$ cat config.mk
export PLATFORM = sky130hd
export DESIGN_NAME = dma_copy_top
export DESIGN_NICKNAME = d
export VERILOG_FILES = /design/src/verilog/dma_pkg.sv /design/src/verilog/mem_pkg.sv /design/src/verilog/dma_fifo.sv /design/src/verilog/xfer_counters.sv /design/src/verilog/read_src_fsm.sv /design/src/verilog/write_dst_fsm.sv /design/src/verilog/dma_copy_top.sv
export VERILOG_INCLUDE_DIRS = /design/src /design/src/include
export SDC_FILE = /design/constraint.sdc
export NUM_CORES = 2
export LEC_CHECK = 0
export BUFFER_PORTS_ARGS = -buffer_cell sky130_fd_sc_hd__buf_2
export CORE_ASPECT_RATIO = 0.5
export CORE_UTILIZATION = 66
export CTS_CLUSTER_SIZE = 16
export DETAILED_ROUTE_END_ITERATION = 8
export PLACE_DENSITY = 0.82
export SLEW_MARGIN = 20
export SYNTH_ARGS = -nofsm -noshare
export SYNTH_HDL_FRONTEND = slang
export SYNTH_SLANG_ARGS = --single-unit
export TNS_END_PERCENT = 10
$ cat constraint.sdc
create_clock -name clk -period 15.9 [get_ports clk]
set_clock_uncertainty 0.15 [all_clocks]
set_input_delay 2.385 -clock clk [delete_from_list [all_inputs] [get_ports clk]]
set_output_delay 2.385 -clock clk [all_outputs]
set_load 0.01 [all_outputs]
$ cat src/include/dma_consts.svh
// --------------------------------------
// DMA copy engine widths and queue depths
// --------------------------------------
`ifndef DMA_CONSTS_SVH
`define DMA_CONSTS_SVH

// one data beat and its beat address
`define DMA_DATA_W      64
`define DMA_ADDR_W      16

// descriptor length, counted in beats
`define DMA_LENGTH_W    12

// burst length field, so 16 beats per burst at most
`define DMA_BURST_LEN_W 4

// queue depths
`define DMA_DESC_DEPTH  4
`define DMA_DATA_DEPTH  32

// leaves room for the push pipeline and beats in flight
`define DMA_DATA_AFULL  24

`define DMA_PERF_CNTR_W 32

`endif

$ cat src/verilog/dma_pkg.sv
// --------------------------------------
// DMA copy engine descriptor and status types
// --------------------------------------
`include "dma_consts.svh"

package dma_pkg;

   // one copy request as pushed by the host
   typedef struct packed {
      logic [`DMA_ADDR_W-1:0]   src_addr;
      logic [`DMA_ADDR_W-1:0]   dst_addr;
      logic [`DMA_LENGTH_W-1:0] length;
   } dma_descriptor_t;

   // bit positions of the one-hot read states
   localparam int IDLE_BIT            = 0;
   localparam int ADDR_PROP_DELAY_BIT = 1;
   localparam int ADDR_SETUP_BIT      = 2;
   localparam int CP_RSP_TO_FIFO_BIT  = 3;
   localparam int WAIT_FOR_WR_RSP_BIT = 4;
   localparam int NUM_RD_STATES       = 5;

   typedef enum logic [NUM_RD_STATES-1:0] {
      IDLE            = NUM_RD_STATES'(1 << IDLE_BIT),
      ADDR_PROP_DELAY = NUM_RD_STATES'(1 << ADDR_PROP_DELAY_BIT),
      ADDR_SETUP      = NUM_RD_STATES'(1 << ADDR_SETUP_BIT),
      CP_RSP_TO_FIFO  = NUM_RD_STATES'(1 << CP_RSP_TO_FIFO_BIT),
      WAIT_FOR_WR_RSP = NUM_RD_STATES'(1 << WAIT_FOR_WR_RSP_BIT)
   } rd_state_t;

   // counts freeze between transfers so they can be read afterwards
   typedef struct packed {
      logic                        busy;
      rd_state_t                   rd_state;
      logic [15:0]                 descriptor_count;
      logic [`DMA_PERF_CNTR_W-1:0] clk_cnt;
      logic [`DMA_PERF_CNTR_W-1:0] valid_cnt;
   } dma_status_t;

endpackage

$ cat src/verilog/mem_pkg.sv
// --------------------------------------
// memory port channel payloads
// --------------------------------------
`include "dma_consts.svh"

package mem_pkg;

   // address channel, shared by ar and aw
   // len is the burst length minus one
   typedef struct packed {
      logic [`DMA_ADDR_W-1:0]      addr;
      logic [`DMA_BURST_LEN_W-1:0] len;
   } mem_req_t;

   // data beat, shared by r and w
   typedef struct packed {
      logic [`DMA_DATA_W-1:0] data;
      logic                   last;
   } mem_rsp_t;

endpackage

$ cat src/verilog/dma_fifo.sv
// --------------------------------------
// synchronous FIFO with almost-full flag
// --------------------------------------
`timescale 1ns/10ps
`include "dma_consts.svh"

module dma_fifo #(
   parameter int WIDTH = `DMA_DATA_W,
   parameter int DEPTH = `DMA_DATA_DEPTH
) (
   input  logic             clk,
   input  logic             reset_n,
   input  logic             push,
   input  logic [WIDTH-1:0] push_data,
   input  logic             pop,
   output logic [WIDTH-1:0] head,
   output logic             not_empty,
   output logic             not_full,
   output logic             almost_full
);

   localparam int PTR_W = (DEPTH > 1) ? $clog2(DEPTH) : 1;
   localparam int CNT_W = $clog2(DEPTH + 1);
   // a shallow queue reports almost full only when full
   localparam int AFULL = (`DMA_DATA_AFULL < DEPTH) ? `DMA_DATA_AFULL : DEPTH;

   logic [WIDTH-1:0] mem [DEPTH];
   logic [PTR_W-1:0] wr_ptr;
   logic [PTR_W-1:0] rd_ptr;
   logic [CNT_W-1:0] count;

   always_ff @(posedge clk) begin
      if (push) begin
         mem[wr_ptr] <= push_data;
      end
   end

   always_ff @(posedge clk) begin
      if (!reset_n) begin
         wr_ptr <= '0;
         rd_ptr <= '0;
         count  <= '0;
      end else begin
         if (push) begin
            wr_ptr <= (wr_ptr == PTR_W'(DEPTH - 1)) ? '0 : wr_ptr + 1'b1;
         end
         if (pop) begin
            rd_ptr <= (rd_ptr == PTR_W'(DEPTH - 1)) ? '0 : rd_ptr + 1'b1;
         end
         case ({push, pop})
            2'b10:   count <= count + 1'b1;
            2'b01:   count <= count - 1'b1;
            default: count <= count;
         endcase
      end
   end

   assign head        = mem[rd_ptr];
   assign not_empty   = (count != '0);
   assign not_full    = (count < CNT_W'(DEPTH));
   assign almost_full = (count >= CNT_W'(AFULL));

   a_no_overflow: assert property (@(posedge clk) disable iff (!reset_n)
      push |-> not_full);

   a_no_underflow: assert property (@(posedge clk) disable iff (!reset_n)
      pop |-> not_empty);

endmodule

$ cat src/verilog/xfer_counters.sv
// --------------------------------------
// per-transfer performance and descriptor counts
// --------------------------------------
`timescale 1ns/10ps
`include "dma_consts.svh"

module xfer_counters (
   input  logic                 clk,
   input  logic                 reset_n,
   input  logic                 xfer_start,
   input  logic                 beat_accept,
   input  logic                 desc_retire,
   input  logic                 active,
   input  dma_pkg::rd_state_t   rd_state,
   output dma_pkg::dma_status_t status
);

   logic                        busy;
   logic [15:0]                 desc_cnt;
   logic [`DMA_PERF_CNTR_W-1:0] clk_cnt;
   logic [`DMA_PERF_CNTR_W-1:0] valid_cnt;

   always_ff @(posedge clk) begin
      if (!reset_n) begin
         busy      <= 1'b0;
         desc_cnt  <= '0;
         clk_cnt   <= '0;
         valid_cnt <= '0;
      end else begin
         busy <= active;
         // a new transfer restarts the bandwidth counts, idle holds them
         if (xfer_start) begin
            clk_cnt   <= '0;
            valid_cnt <= '0;
         end else if (active) begin
            clk_cnt   <= clk_cnt + 1'b1;
            valid_cnt <= valid_cnt + beat_accept;
         end
         if (desc_retire) begin
            desc_cnt <= desc_cnt + 1'b1;
         end
      end
   end

   always_comb begin
      status.busy             = busy;
      status.rd_state         = rd_state;
      status.descriptor_count = desc_cnt;
      status.clk_cnt          = clk_cnt;
      status.valid_cnt        = valid_cnt;
   end

   // retire only comes from a running transfer
   a_retire_in_xfer: assert property (@(posedge clk) disable iff (!reset_n)
      desc_retire |-> active && !xfer_start);

endmodule

$ cat src/verilog/read_src_fsm.sv
// --------------------------------------
// source read FSM, splits descriptors into bursts
// and streams read data into the data FIFO
// --------------------------------------
`timescale 1ns/10ps
`include "dma_consts.svh"

module read_src_fsm (
   input  logic                     clk,
   input  logic                     reset_n,
   input  dma_pkg::dma_descriptor_t desc,
   input  logic                     desc_not_empty,
   output logic                     desc_rdack,
   output logic                     ar_valid,
   output mem_pkg::mem_req_t        ar,
   input  logic                     ar_ready,
   input  logic                     r_valid,
   input  mem_pkg::mem_rsp_t        r,
   output logic                     r_ready,
   output logic                     fifo_push,
   output logic [`DMA_DATA_W-1:0]   fifo_data,
   input  logic                     fifo_almost_full,
   input  logic                     wr_done,
   output logic                     xfer_start,
   output logic                     beat_accept,
   output logic                     active,
   output dma_pkg::rd_state_t       rd_state
);

   localparam int BCNT_W = `DMA_LENGTH_W - `DMA_BURST_LEN_W + 1;
   localparam logic [`DMA_ADDR_W-1:0] ADDR_STEP = `DMA_ADDR_W'(2 ** `DMA_BURST_LEN_W);
   localparam logic [`DMA_BURST_LEN_W-1:0] MAX_LEN = '1;

   dma_pkg::rd_state_t state;
   dma_pkg::rd_state_t next;

   logic [2:0]               prop_delay;
   logic [`DMA_LENGTH_W-1:0] len_m1;
   logic [BCNT_W-1:0]        num_bursts;
   logic [BCNT_W-1:0]        rd_req_cnt;
   logic [BCNT_W-1:0]        rlast_cnt;
   logic [BCNT_W-1:0]        outstanding;
   logic [`DMA_ADDR_W-1:0]   ar_addr;
   logic                     ar_done;
   logic                     rd_beat;
   logic                     rlast_valid;

   // burst count is ceil(length / 16)
   assign len_m1      = desc.length - 1'b1;
   assign num_bursts  = BCNT_W'(len_m1[`DMA_LENGTH_W-1:`DMA_BURST_LEN_W]) + 1'b1;
   assign outstanding = rd_req_cnt - rlast_cnt;
   assign ar_done     = ar_valid & ar_ready;
   assign rd_beat     = r_valid & r_ready;
   assign rlast_valid = rd_beat & r.last;

   // only the final burst is short
   always_comb begin
      ar.addr = ar_addr;
      ar.len  = ((rd_req_cnt + 1'b1) < num_bursts) ? MAX_LEN
                                                   : len_m1[`DMA_BURST_LEN_W-1:0];
   end

   always_ff @(posedge clk) begin
      if (!reset_n) begin
         state <= dma_pkg::IDLE;
      end else begin
         state <= next;
      end
   end

   always_comb begin
      next = state;
      unique case (1'b1)
         state[dma_pkg::IDLE_BIT]: begin
            if (desc_not_empty) begin
               next = dma_pkg::ADDR_PROP_DELAY;
            end
         end
         state[dma_pkg::ADDR_PROP_DELAY_BIT]: begin
            if (prop_delay[2] && ar_ready && (outstanding < 2)) begin
               next = dma_pkg::ADDR_SETUP;
            end
         end
         state[dma_pkg::ADDR_SETUP_BIT]: begin
            if (ar_done) begin
               if ((rd_req_cnt + 1'b1) < num_bursts) begin
                  next = dma_pkg::ADDR_PROP_DELAY;
               end else begin
                  next = dma_pkg::CP_RSP_TO_FIFO;
               end
            end
         end
         state[dma_pkg::CP_RSP_TO_FIFO_BIT]: begin
            if (rlast_valid && ((rlast_cnt + 1'b1) == num_bursts)) begin
               next = dma_pkg::WAIT_FOR_WR_RSP;
            end
         end
         state[dma_pkg::WAIT_FOR_WR_RSP_BIT]: begin
            if (wr_done) begin
               next = dma_pkg::IDLE;
            end
         end
         default: next = dma_pkg::IDLE;
      endcase
   end

   always_ff @(posedge clk) begin
      if (!reset_n) begin
         ar_valid   <= 1'b0;
         fifo_push  <= 1'b0;
         prop_delay <= '0;
         rd_req_cnt <= '0;
         rlast_cnt  <= '0;
      end else begin
         ar_valid  <= next[dma_pkg::ADDR_SETUP_BIT];
         fifo_push <= rd_beat;
         // four cycles before each burst, held at four while stalled
         if (next[dma_pkg::ADDR_PROP_DELAY_BIT]) begin
            prop_delay <= prop_delay[2] ? prop_delay : prop_delay + 1'b1;
         end else begin
            prop_delay <= '0;
         end
         if (next[dma_pkg::IDLE_BIT]) begin
            rd_req_cnt <= '0;
            rlast_cnt  <= '0;
         end else begin
            rd_req_cnt <= rd_req_cnt + ar_done;
            rlast_cnt  <= rlast_cnt + rlast_valid;
         end
      end
   end

   always_ff @(posedge clk) begin
      fifo_data <= r.data;
      if (state[dma_pkg::IDLE_BIT]) begin
         ar_addr <= desc.src_addr;
      end else if (ar_done) begin
         ar_addr <= ar_addr + ADDR_STEP;
      end
   end

   assign r_ready     = !fifo_almost_full;
   assign desc_rdack  = state[dma_pkg::WAIT_FOR_WR_RSP_BIT] & wr_done;
   assign xfer_start  = state[dma_pkg::IDLE_BIT] & desc_not_empty;
   assign beat_accept = rd_beat;
   assign active      = !state[dma_pkg::IDLE_BIT];
   assign rd_state    = state;

   // bursts issued minus bursts completed on r
   a_two_outstanding: assert property (@(posedge clk) disable iff (!reset_n)
      outstanding <= 2);

   a_ar_stable: assert property (@(posedge clk) disable iff (!reset_n)
      ar_valid && !ar_ready |=> ar_valid && $stable(ar));

endmodule

$ cat src/verilog/write_dst_fsm.sv
// --------------------------------------
// destination write FSM, drains the data FIFO
// into write bursts
// --------------------------------------
`timescale 1ns/10ps
`include "dma_consts.svh"

module write_dst_fsm (
   input  logic                     clk,
   input  logic                     reset_n,
   input  dma_pkg::dma_descriptor_t desc,
   input  logic                     desc_not_empty,
   output logic                     aw_valid,
   output mem_pkg::mem_req_t        aw,
   input  logic                     aw_ready,
   output logic                     w_valid,
   output mem_pkg::mem_rsp_t        w,
   input  logic                     w_ready,
   input  logic                     b_valid,
   output logic                     b_ready,
   input  logic                     fifo_not_empty,
   input  logic [`DMA_DATA_W-1:0]   fifo_head,
   output logic                     fifo_pop,
   output logic                     wr_done
);

   localparam int BCNT_W = `DMA_LENGTH_W - `DMA_BURST_LEN_W + 1;
   localparam logic [`DMA_ADDR_W-1:0] ADDR_STEP = `DMA_ADDR_W'(2 ** `DMA_BURST_LEN_W);
   localparam logic [`DMA_BURST_LEN_W-1:0] MAX_LEN = '1;

   typedef enum logic [2:0] {IDLE, ADDR, DATA, RESP, DONE} wr_state_t;

   wr_state_t state;
   wr_state_t next;

   logic                        busy;
   logic [BCNT_W-1:0]           burst_cnt;
   logic [`DMA_BURST_LEN_W-1:0] beat_cnt;
   logic [`DMA_LENGTH_W-1:0]    len_m1;
   logic [BCNT_W-1:0]           num_bursts;
   logic                        last_burst;
   logic [`DMA_ADDR_W-1:0]      aw_addr;
   logic                        w_done;

   assign len_m1     = desc.length - 1'b1;
   assign num_bursts = BCNT_W'(len_m1[`DMA_LENGTH_W-1:`DMA_BURST_LEN_W]) + 1'b1;
   assign last_burst = (burst_cnt + 1'b1) >= num_bursts;

   always_comb begin
      aw.addr = aw_addr;
      aw.len  = last_burst ? len_m1[`DMA_BURST_LEN_W-1:0] : MAX_LEN;
      w.data  = fifo_head;
      w.last  = (beat_cnt == aw.len);
   end

   assign aw_valid = (state == ADDR);
   assign w_valid  = (state == DATA) && fifo_not_empty;
   assign w_done   = w_valid & w_ready;
   assign fifo_pop = w_done;
   assign b_ready  = (state == RESP);
   assign wr_done  = (state == DONE);

   always_comb begin
      next = state;
      case (state)
         IDLE: if (desc_not_empty && !busy) next = ADDR;
         ADDR: if (aw_ready) next = DATA;
         DATA: if (w_done && w.last) next = RESP;
         RESP: if (b_valid) next = last_burst ? DONE : ADDR;
         DONE: next = IDLE;
         default: next = IDLE;
      endcase
   end

   always_ff @(posedge clk) begin
      if (!reset_n) begin
         state     <= IDLE;
         busy      <= 1'b0;
         burst_cnt <= '0;
         beat_cnt  <= '0;
      end else begin
         state <= next;
         // busy spans one descriptor, up to the retire pulse
         if ((state == IDLE) && (next == ADDR)) begin
            busy      <= 1'b1;
            burst_cnt <= '0;
         end else if (state == DONE) begin
            busy <= 1'b0;
         end else if (b_valid && b_ready) begin
            burst_cnt <= burst_cnt + 1'b1;
         end
         if (state == ADDR) begin
            beat_cnt <= '0;
         end else if (w_done) begin
            beat_cnt <= beat_cnt + 1'b1;
         end
      end
   end

   always_ff @(posedge clk) begin
      if (state == IDLE) begin
         aw_addr <= desc.dst_addr;
      end else if (aw_valid && aw_ready) begin
         aw_addr <= aw_addr + ADDR_STEP;
      end
   end

   a_aw_stable: assert property (@(posedge clk) disable iff (!reset_n)
      aw_valid && !aw_ready |=> aw_valid && $stable(aw));

   a_w_stable: assert property (@(posedge clk) disable iff (!reset_n)
      w_valid && !w_ready |=> w_valid && $stable(w));

   // the data phase stays within the burst length, so last falls on beat len
   a_beat_within_len: assert property (@(posedge clk) disable iff (!reset_n)
      (state == DATA) |-> (beat_cnt <= aw.len));

endmodule

$ cat src/verilog/dma_copy_top.sv
// --------------------------------------
// DMA copy engine top level
// --------------------------------------
`timescale 1ns/10ps
`include "dma_consts.svh"

module dma_copy_top (
   input  logic                     clk,
   input  logic                     reset_n,
   input  logic                     desc_valid,
   input  dma_pkg::dma_descriptor_t desc,
   output logic                     desc_ready,
   output logic                     ar_valid,
   output mem_pkg::mem_req_t        ar,
   input  logic                     ar_ready,
   input  logic                     r_valid,
   input  mem_pkg::mem_rsp_t        r,
   output logic                     r_ready,
   output logic                     aw_valid,
   output mem_pkg::mem_req_t        aw,
   input  logic                     aw_ready,
   output logic                     w_valid,
   output mem_pkg::mem_rsp_t        w,
   input  logic                     w_ready,
   input  logic                     b_valid,
   output logic                     b_ready,
   output dma_pkg::dma_status_t     status
);

   dma_pkg::dma_descriptor_t desc_head;
   logic                     desc_not_empty;
   logic                     desc_rdack;
   logic                     fifo_push;
   logic [`DMA_DATA_W-1:0]   fifo_data;
   logic                     fifo_almost_full;
   logic                     fifo_not_empty;
   logic [`DMA_DATA_W-1:0]   fifo_head;
   logic                     fifo_pop;
   logic                     wr_done;
   logic                     xfer_start;
   logic                     beat_accept;
   logic                     active;
   dma_pkg::rd_state_t       rd_state;

   dma_fifo #(
      .WIDTH ($bits(dma_pkg::dma_descriptor_t)),
      .DEPTH (`DMA_DESC_DEPTH)
   ) desc_fifo (
      .clk         (clk),
      .reset_n     (reset_n),
      .push        (desc_valid & desc_ready),
      .push_data   (desc),
      .pop         (desc_rdack),
      .head        (desc_head),
      .not_empty   (desc_not_empty),
      .not_full    (desc_ready),
      .almost_full ()
   );

   dma_fifo #(
      .WIDTH (`DMA_DATA_W),
      .DEPTH (`DMA_DATA_DEPTH)
   ) data_fifo (
      .clk         (clk),
      .reset_n     (reset_n),
      .push        (fifo_push),
      .push_data   (fifo_data),
      .pop         (fifo_pop),
      .head        (fifo_head),
      .not_empty   (fifo_not_empty),
      .not_full    (),
      .almost_full (fifo_almost_full)
   );

   read_src_fsm u_read_src_fsm (
      .clk              (clk),
      .reset_n          (reset_n),
      .desc             (desc_head),
      .desc_not_empty   (desc_not_empty),
      .desc_rdack       (desc_rdack),
      .ar_valid         (ar_valid),
      .ar               (ar),
      .ar_ready         (ar_ready),
      .r_valid          (r_valid),
      .r                (r),
      .r_ready          (r_ready),
      .fifo_push        (fifo_push),
      .fifo_data        (fifo_data),
      .fifo_almost_full (fifo_almost_full),
      .wr_done          (wr_done),
      .xfer_start       (xfer_start),
      .beat_accept      (beat_accept),
      .active           (active),
      .rd_state         (rd_state)
   );

   write_dst_fsm u_write_dst_fsm (
      .clk            (clk),
      .reset_n        (reset_n),
      .desc           (desc_head),
      .desc_not_empty (desc_not_empty),
      .aw_valid       (aw_valid),
      .aw             (aw),
      .aw_ready       (aw_ready),
      .w_valid        (w_valid),
      .w              (w),
      .w_ready        (w_ready),
      .b_valid        (b_valid),
      .b_ready        (b_ready),
      .fifo_not_empty (fifo_not_empty),
      .fifo_head      (fifo_head),
      .fifo_pop       (fifo_pop),
      .wr_done        (wr_done)
   );

   xfer_counters u_xfer_counters (
      .clk         (clk),
      .reset_n     (reset_n),
      .xfer_start  (xfer_start),
      .beat_accept (beat_accept),
      .desc_retire (desc_rdack),
      .active      (active),
      .rd_state    (rd_state),
      .status      (status)
   );

endmodule

Word level (Yosys, flattened, before mapping)
Memory sizes are Yosys's and may differ from the RTL's. A register that Yosys moved wholly into a read port is not among the register bits. Index checks and enable logic that the tools add are counted.

Register bits after elaboration: 245. Memory bits (writable): 2224. Input bits: 117. Output and inout port bits: 197. Logic and storage cells: 140. Memories: 2.

$add $sub $neg: 23. Order comparisons: 5. Equal/unequal tests: 15. Muxes and demuxes: 36. Bitwise operators: 9. Reduce and logical (&&, ||, !) cells: 26.

Memory list: data_fifo.mem (depth 32, bits a word 64, read ports 1, clocked after memory_dff 1, write ports 1, RTL line dma_fifo.sv:27) `logic [WIDTH-1:0] mem [DEPTH];`; desc_fifo.mem (depth 4, bits a word 44, read ports 1, clocked after memory_dff 1, write ports 1, RTL line dma_fifo.sv:27).

Operators by type and width (count): 16-bit 2-to-1 mux (4); 5-bit 2-to-1 mux (7); 16-bit by 5-bit adder with 16-bit output (second input constant) (2); 32-bit by 1-bit adder with 32-bit output (1); 32-bit by 1-bit adder with 32-bit output (second input constant) (1); 9-bit by 1-bit adder with 9-bit output (second input constant) (3); 5-bit one-hot mux with 5 select lines (1); 3-bit 2-to-1 mux (7); 9-bit by 1-bit adder with 9-bit output (2); 16-bit by 1-bit adder with 16-bit output (second input constant) (1); 4-bit 2-to-1 mux (3); 3-bit one-hot mux with 4 select lines (1); 6-bit one-hot mux with 2 select lines (1); 12-bit by 1-bit subtractor with 12-bit output (second input constant) (1); 5-bit by 1-bit adder with 5-bit output (second input constant) (2); 5-bit equality test (second input constant) (2); 2-bit 2-to-1 mux (5); 2-bit nonzero test (5); 8-bit by 1-bit adder with 9-bit output (second input constant) (1); 9-bit equality test (1); 9-bit greater-or-equal comparator (1); 1-bit logical AND (9); 9-bit by 2-bit less-than comparator with 1-bit output (second input constant) (1); 9-bit less-than comparator (1); other kinds (25) (51).

Depth between registers and ports, before layout
Depth in word-level cells: 11. Depth in mapped cells: 22. Depth with buffers taken out: 21.

Cells and area by module
From an unflattened synthesis, not the netlist that was laid out.

Cell total of the unflattened synthesis: 5419. Area, all modules: 97262.0 sq um.

Modules (own cells, without submodules): dma_fifo at data_fifo (times used 1, cells an instance 3884, area each 79048.3 sq um, sequential area each 61919.4 sq um); dma_fifo at desc_fifo (times used 1, cells an instance 278, area each 6872.8 sq um, sequential area each 5465.2 sq um); read_src_fsm (times used 1, cells an instance 465, area each 4657.0 sq um, sequential area each 2302.2 sq um); xfer_counters (times used 1, cells an instance 448, area each 3833.7 sq um, sequential area each 1621.6 sq um); write_dst_fsm (times used 1, cells an instance 343, area each 2844.0 sq um, sequential area each 820.8 sq um); dma_copy_top (times used 1, cells an instance 1, area each 6.3 sq um, sequential area each 0.0 sq um).

Least setup slack after synthesis
OpenSTA, ideal clock, no wires.

Path type: reg2reg. Start: register u_read_src_fsm.fifo_push. End: memory data_fifo.mem[3][0] in the netlist's numbering (enable). Library setup time: 644 ps. Data arrival time: 6812 ps. Data required time: 15106 ps. Setup slack: 8294 ps. Cell stages (with the launch flop): 4. Buffers on the path: 1. Period minus slack after synthesis: 7606 ps. Cells stage by stage: dfxtp_1 > clkbuf_1 > nand2_1 > nor4_1.

Cells in the longest elaborated chain, start to end: 2.

Ends and longest elaborated chain: start, declared (RTL line read_src_fsm.sv:20) `output logic fifo_push,`; start signal, assigned (RTL line read_src_fsm.sv:116) `fifo_push <= rd_beat;`; 1-bit 2-to-1 mux (RTL line dma_fifo.sv:33) `if (push) begin`; 1-bit 2-to-1 mux (implied by the code) (RTL line dma_fifo.sv:34) `mem[wr_ptr] <= push_data;`; end, declared (RTL line dma_fifo.sv:27).

No other way between the ends.

==> summary.txt <==
Outcome
  • Status: finished clean

Floorplanning
  • Core Area: 143000 µm²
  • DIE WIDTH: 538.9 µm
  • Die Ht: 270.4 µm
  • Initial Utilization: 66.53%
  • Std-Cell Rows: 98
  • Full die area: 145700 µm²
  • Ports: 314

CTS
  • # H-tree levels: 4
  • Worst skew pair latency: 0.86 ns
  • Hold_buf cts: 0
  • TritonCTS clock tree: done
  • Clock sink total: 2475
  • Clock slew at reported path FFs: 0.07 ns
  • Root Driver: clkbuf_16
  • CTS Buffer Depth: 4
  • Resized cells post-CTS: 0
  • Setup Buffers After CTS: 0
  • CTS buffer count: 201

Synth
  • Post-synth top flop: edfxtp_1
  • Synth area leader: edfxtp_1
  • Synth Register Bits: 2475
  • Cells taking the most area after synthesis: edfxtp_1 (71%), mux4_2 (16%), dfxtp_1 (4.6%)
  • Synth top area share: 71.22%
  • Post-synth ARST share: 0%
  • Synth cell types: 67
  • Yosys warns: 0
  • Syn Nets: 4593
  • Avg Inst Size Synth: 21.53 µm²
  • Post-synth EDFFs: 2256
  • Part of the Yosys area used for sequential elements: 75.83%
  • Syn Std Cell Area: 95110 µm²
  • Post-Syn Instances: 4418

STA
  • Final setup fails: 0
  • Slew of the pin with the lowest slew margin: 1.237 ns
  • FMAX: 0.1120 GHz
  • Crit share post-route: 56.13%
  • Unrepaired setup endpoints after global routing: no
  • Final worst path period need: 8.925 ns
  • Fin Setup TNS: 0 ns
  • Final hold vios: 0
  • Fin. max-slew vios: 0
  • Slew HR: 17.56%

GRT
  • First-pass GRT wire length: 374400 µm
  • Largest net degree at the start of global routing: 176
  • Initial antenna violation count: 12
  • Gr usage total: 36.63%
  • Vias in the first global route: 50780
  • GR Overflow Total: 0

Drt
  • Initial drt markers: 8034
  • Vias per cell: 7.258
  • Initial DRT Pass Iterations: 8
  • ANT nets after route: 0
  • # DRC: 0
  • WL per Instance: 38.09 µm
  • Via count: 49970
  • Routed wire length: 262200 µm

Placed design
  • Dpl cells: 6516
  • Post-DP Area: 99280 µm²
  • DP HPWL: 123000 µm
  • Gpl congestion: 0.8310
  • PortBufs: 313

Power
  • Comb power frac: 2.5%
  • Cell Pwr Density: 119.9 nW/µm²
  • Int Power: 9.982 mW
  • Switch Pwr: 2.688 mW
  • Clock network fraction of total power: 40.1%
  • Sw frac: 21.22%
  • Reg power frac: 57.4%
  • Leak: 33.06 nW
  • Peak supply drop: 103.1 µV

Critical path
  • CP max FO: 46
  • Worst path cell trace: buf_4 > mux4_2 > or2_0 > nor3_2 > xor2_1 > ha_1 > nand4_1 > mux2i_1 > nor2_1 > xnor2_1 > ha_1 > a2111oi_0 > a21o_1 > maj3_1 > a21oi_1 > o21a_1 > or2_1 > nand2_1 > buf_2
  • Worst endpoint required time: 13.37 ns
  • Biggest cell delay along the critical path: 0.70 ns
  • Setup Crit Path Kind: flop to output pin
  • Slowest CP cell: buf_4
  • CP startpoint kind: flop
  • CP endpoint kind: output pin
  • Worst EP arrival: 6.39 ns
  • Critical Path Most Common Cell: ha_1

Run
  • Max-capacitance violation count: 0

Layout
  • Area growth syn-to-layout: 11.12%
  • Most frequent cells in the layout: edfxtp_1 (2256), mux4_2 (686), buf_2 (313)
  • Cell area after layout: 105700 µm²
  • Util after Layout: 73.93%
  • Nets: 4995
  • Layout cell share with drive strength beyond 1: 29.87%
  • Commonest non-fill, non-tap cell in the layout: edfxtp_1
  • Post-Layout Cell Count: 6885

Min path
  • Hold WC Path Type: flop to flop
-- per-stage QoR --
| stage | worst slack (ns) | hold slack, ns | power (mW) |
|---|---|---|---|
| 6_report | 6.975 | 0.3229 | 12.67 |
| 3_3_place_gp | 7.817 | 0.3023 | 7.699 |
| 3_5_place_dp | 7.737 | 0.3187 | 7.725 |
| 4_1_cts | 6.879 | 0.3285 | 12.69 |
| 5_1_grt | 6.379 | 0.3611 | 12.95 |
| 2_1_floorplan | 8.294 | 0.2956 | 7.563 |
-- state kept, by name (all words and copies together) (netlist names), 5 cells and up, named ones only --
register,flops
data_fifo.count,6
data_fifo.mem,2048
data_fifo.rd_ptr,5
data_fifo.wr_ptr,5
desc_fifo.mem,176
u_read_src_fsm.ar_addr,16
u_read_src_fsm.fifo_data,64
u_read_src_fsm.rd_req_cnt,9
u_read_src_fsm.rd_state,5
u_read_src_fsm.rlast_cnt,9
u_write_dst_fsm.aw_addr,16
u_write_dst_fsm.burst_cnt,9
u_xfer_counters.clk_cnt,32
u_xfer_counters.desc_cnt,16
u_xfer_counters.valid_cnt,32
-- power groups by stage --
| stage | clock [mW] | combinational [mW] | sequential [mW] |
|---|---|---|---|
| 6_report | 5.08 | 0.314 | 7.28 |
| 5_1_grt | 5.32 | 0.336 | 7.29 |
| 4_1_cts | 5.10 | 0.315 | 7.28 |
| 3_5_place_dp | 0 | 0.309 | 7.42 |
| 3_3_place_gp | 0 | 0.298 | 7.40 |
| 2_1_floorplan | 0 | 0.175 | 7.39 |
-- per-layer routing --
layer | vias up | part of all wire, % | GRT usage, %
li1 | 18980 | - | -
met1 | 25440 | 33 | 49.41
met2 | 4595 | 48 | 57.71
met3 | 936 | 14 | 9.462
met4 | 16 | 5.4 | 15.85
met5 | - | 0.040 | 0
-- Yosys cell counts, drive strengths merged, types with 9 or more instances --
cell type  count
buf           57
inv           52
dfxtp        219
and3          29
or3           23
nand2        114
nor3          30
or2           10
xnor2         68
mux2          67
nor2b          9
edfxtp      2256
mux4         686
clkbuf       146
xor2          93
nand3         56
nand4         24
and2          17
o21ai         59
nor2         192
a21oi         57
mux2i          9
ha            55
-- path summary, 6_finish.rpt --
| path | startpoint | end | slack [ns] | cells past startpoint |
|---|---|---|---|---|
| worst max-delay path | flop | ar[2] | 6.98 | 19 |
| worst max register to register | flop | u_read_src_fsm.prop_delay[0] | 10.04 | 18 |
| worst min register to register | data_fifo.rd_ptr[4] | flop | 0.32 | 2 |
| worst min-delay path | data_fifo.rd_ptr[4] | flop | 0.32 | 2 |
-- critical path, delay by kind of cell, from the launching register on --
kind                       cells  cell delay [ns]
and+or+nand+nor                6             1.37
muxes                          2             0.91
AOI/OAI and AO/OA              4             0.86
buffers and inverters          2             0.83
adders and majority gates      3             0.75
xor gates and xnor gates       2             0.54
DFF                            1             0.33
-- cells by family (layout without fill, tap and decap cells) --
kind of cell | after synthesis | count (layout) | synth area share (%)
mux | 762 | 762 | 17.13
fa+ha+maj | 60 | 60 | 0.8077
flops | 2475 | 2475 | 75.83
other cells | 0 | 6 | 0
compound gates | 157 | 157 | 0.9511
buf+inv | 256 | 817 | 1.027
simple gates | 547 | 547 | 2.759
xor+xnor | 161 | 161 | 1.490
-- area by class of cell --
cell class	count	area (µm²)
flip-flops and latches	2475	72160
fillers	7143	37280
multi-input cells	1687	22240
clock buffers	290	5615
well taps	1900	2377
repair buffers	402	2342
clock inverters	72	750.7
inverters	53	198.9
diodes	6	15.01
No activity file was read; power rests on OpenSTA's default activity.
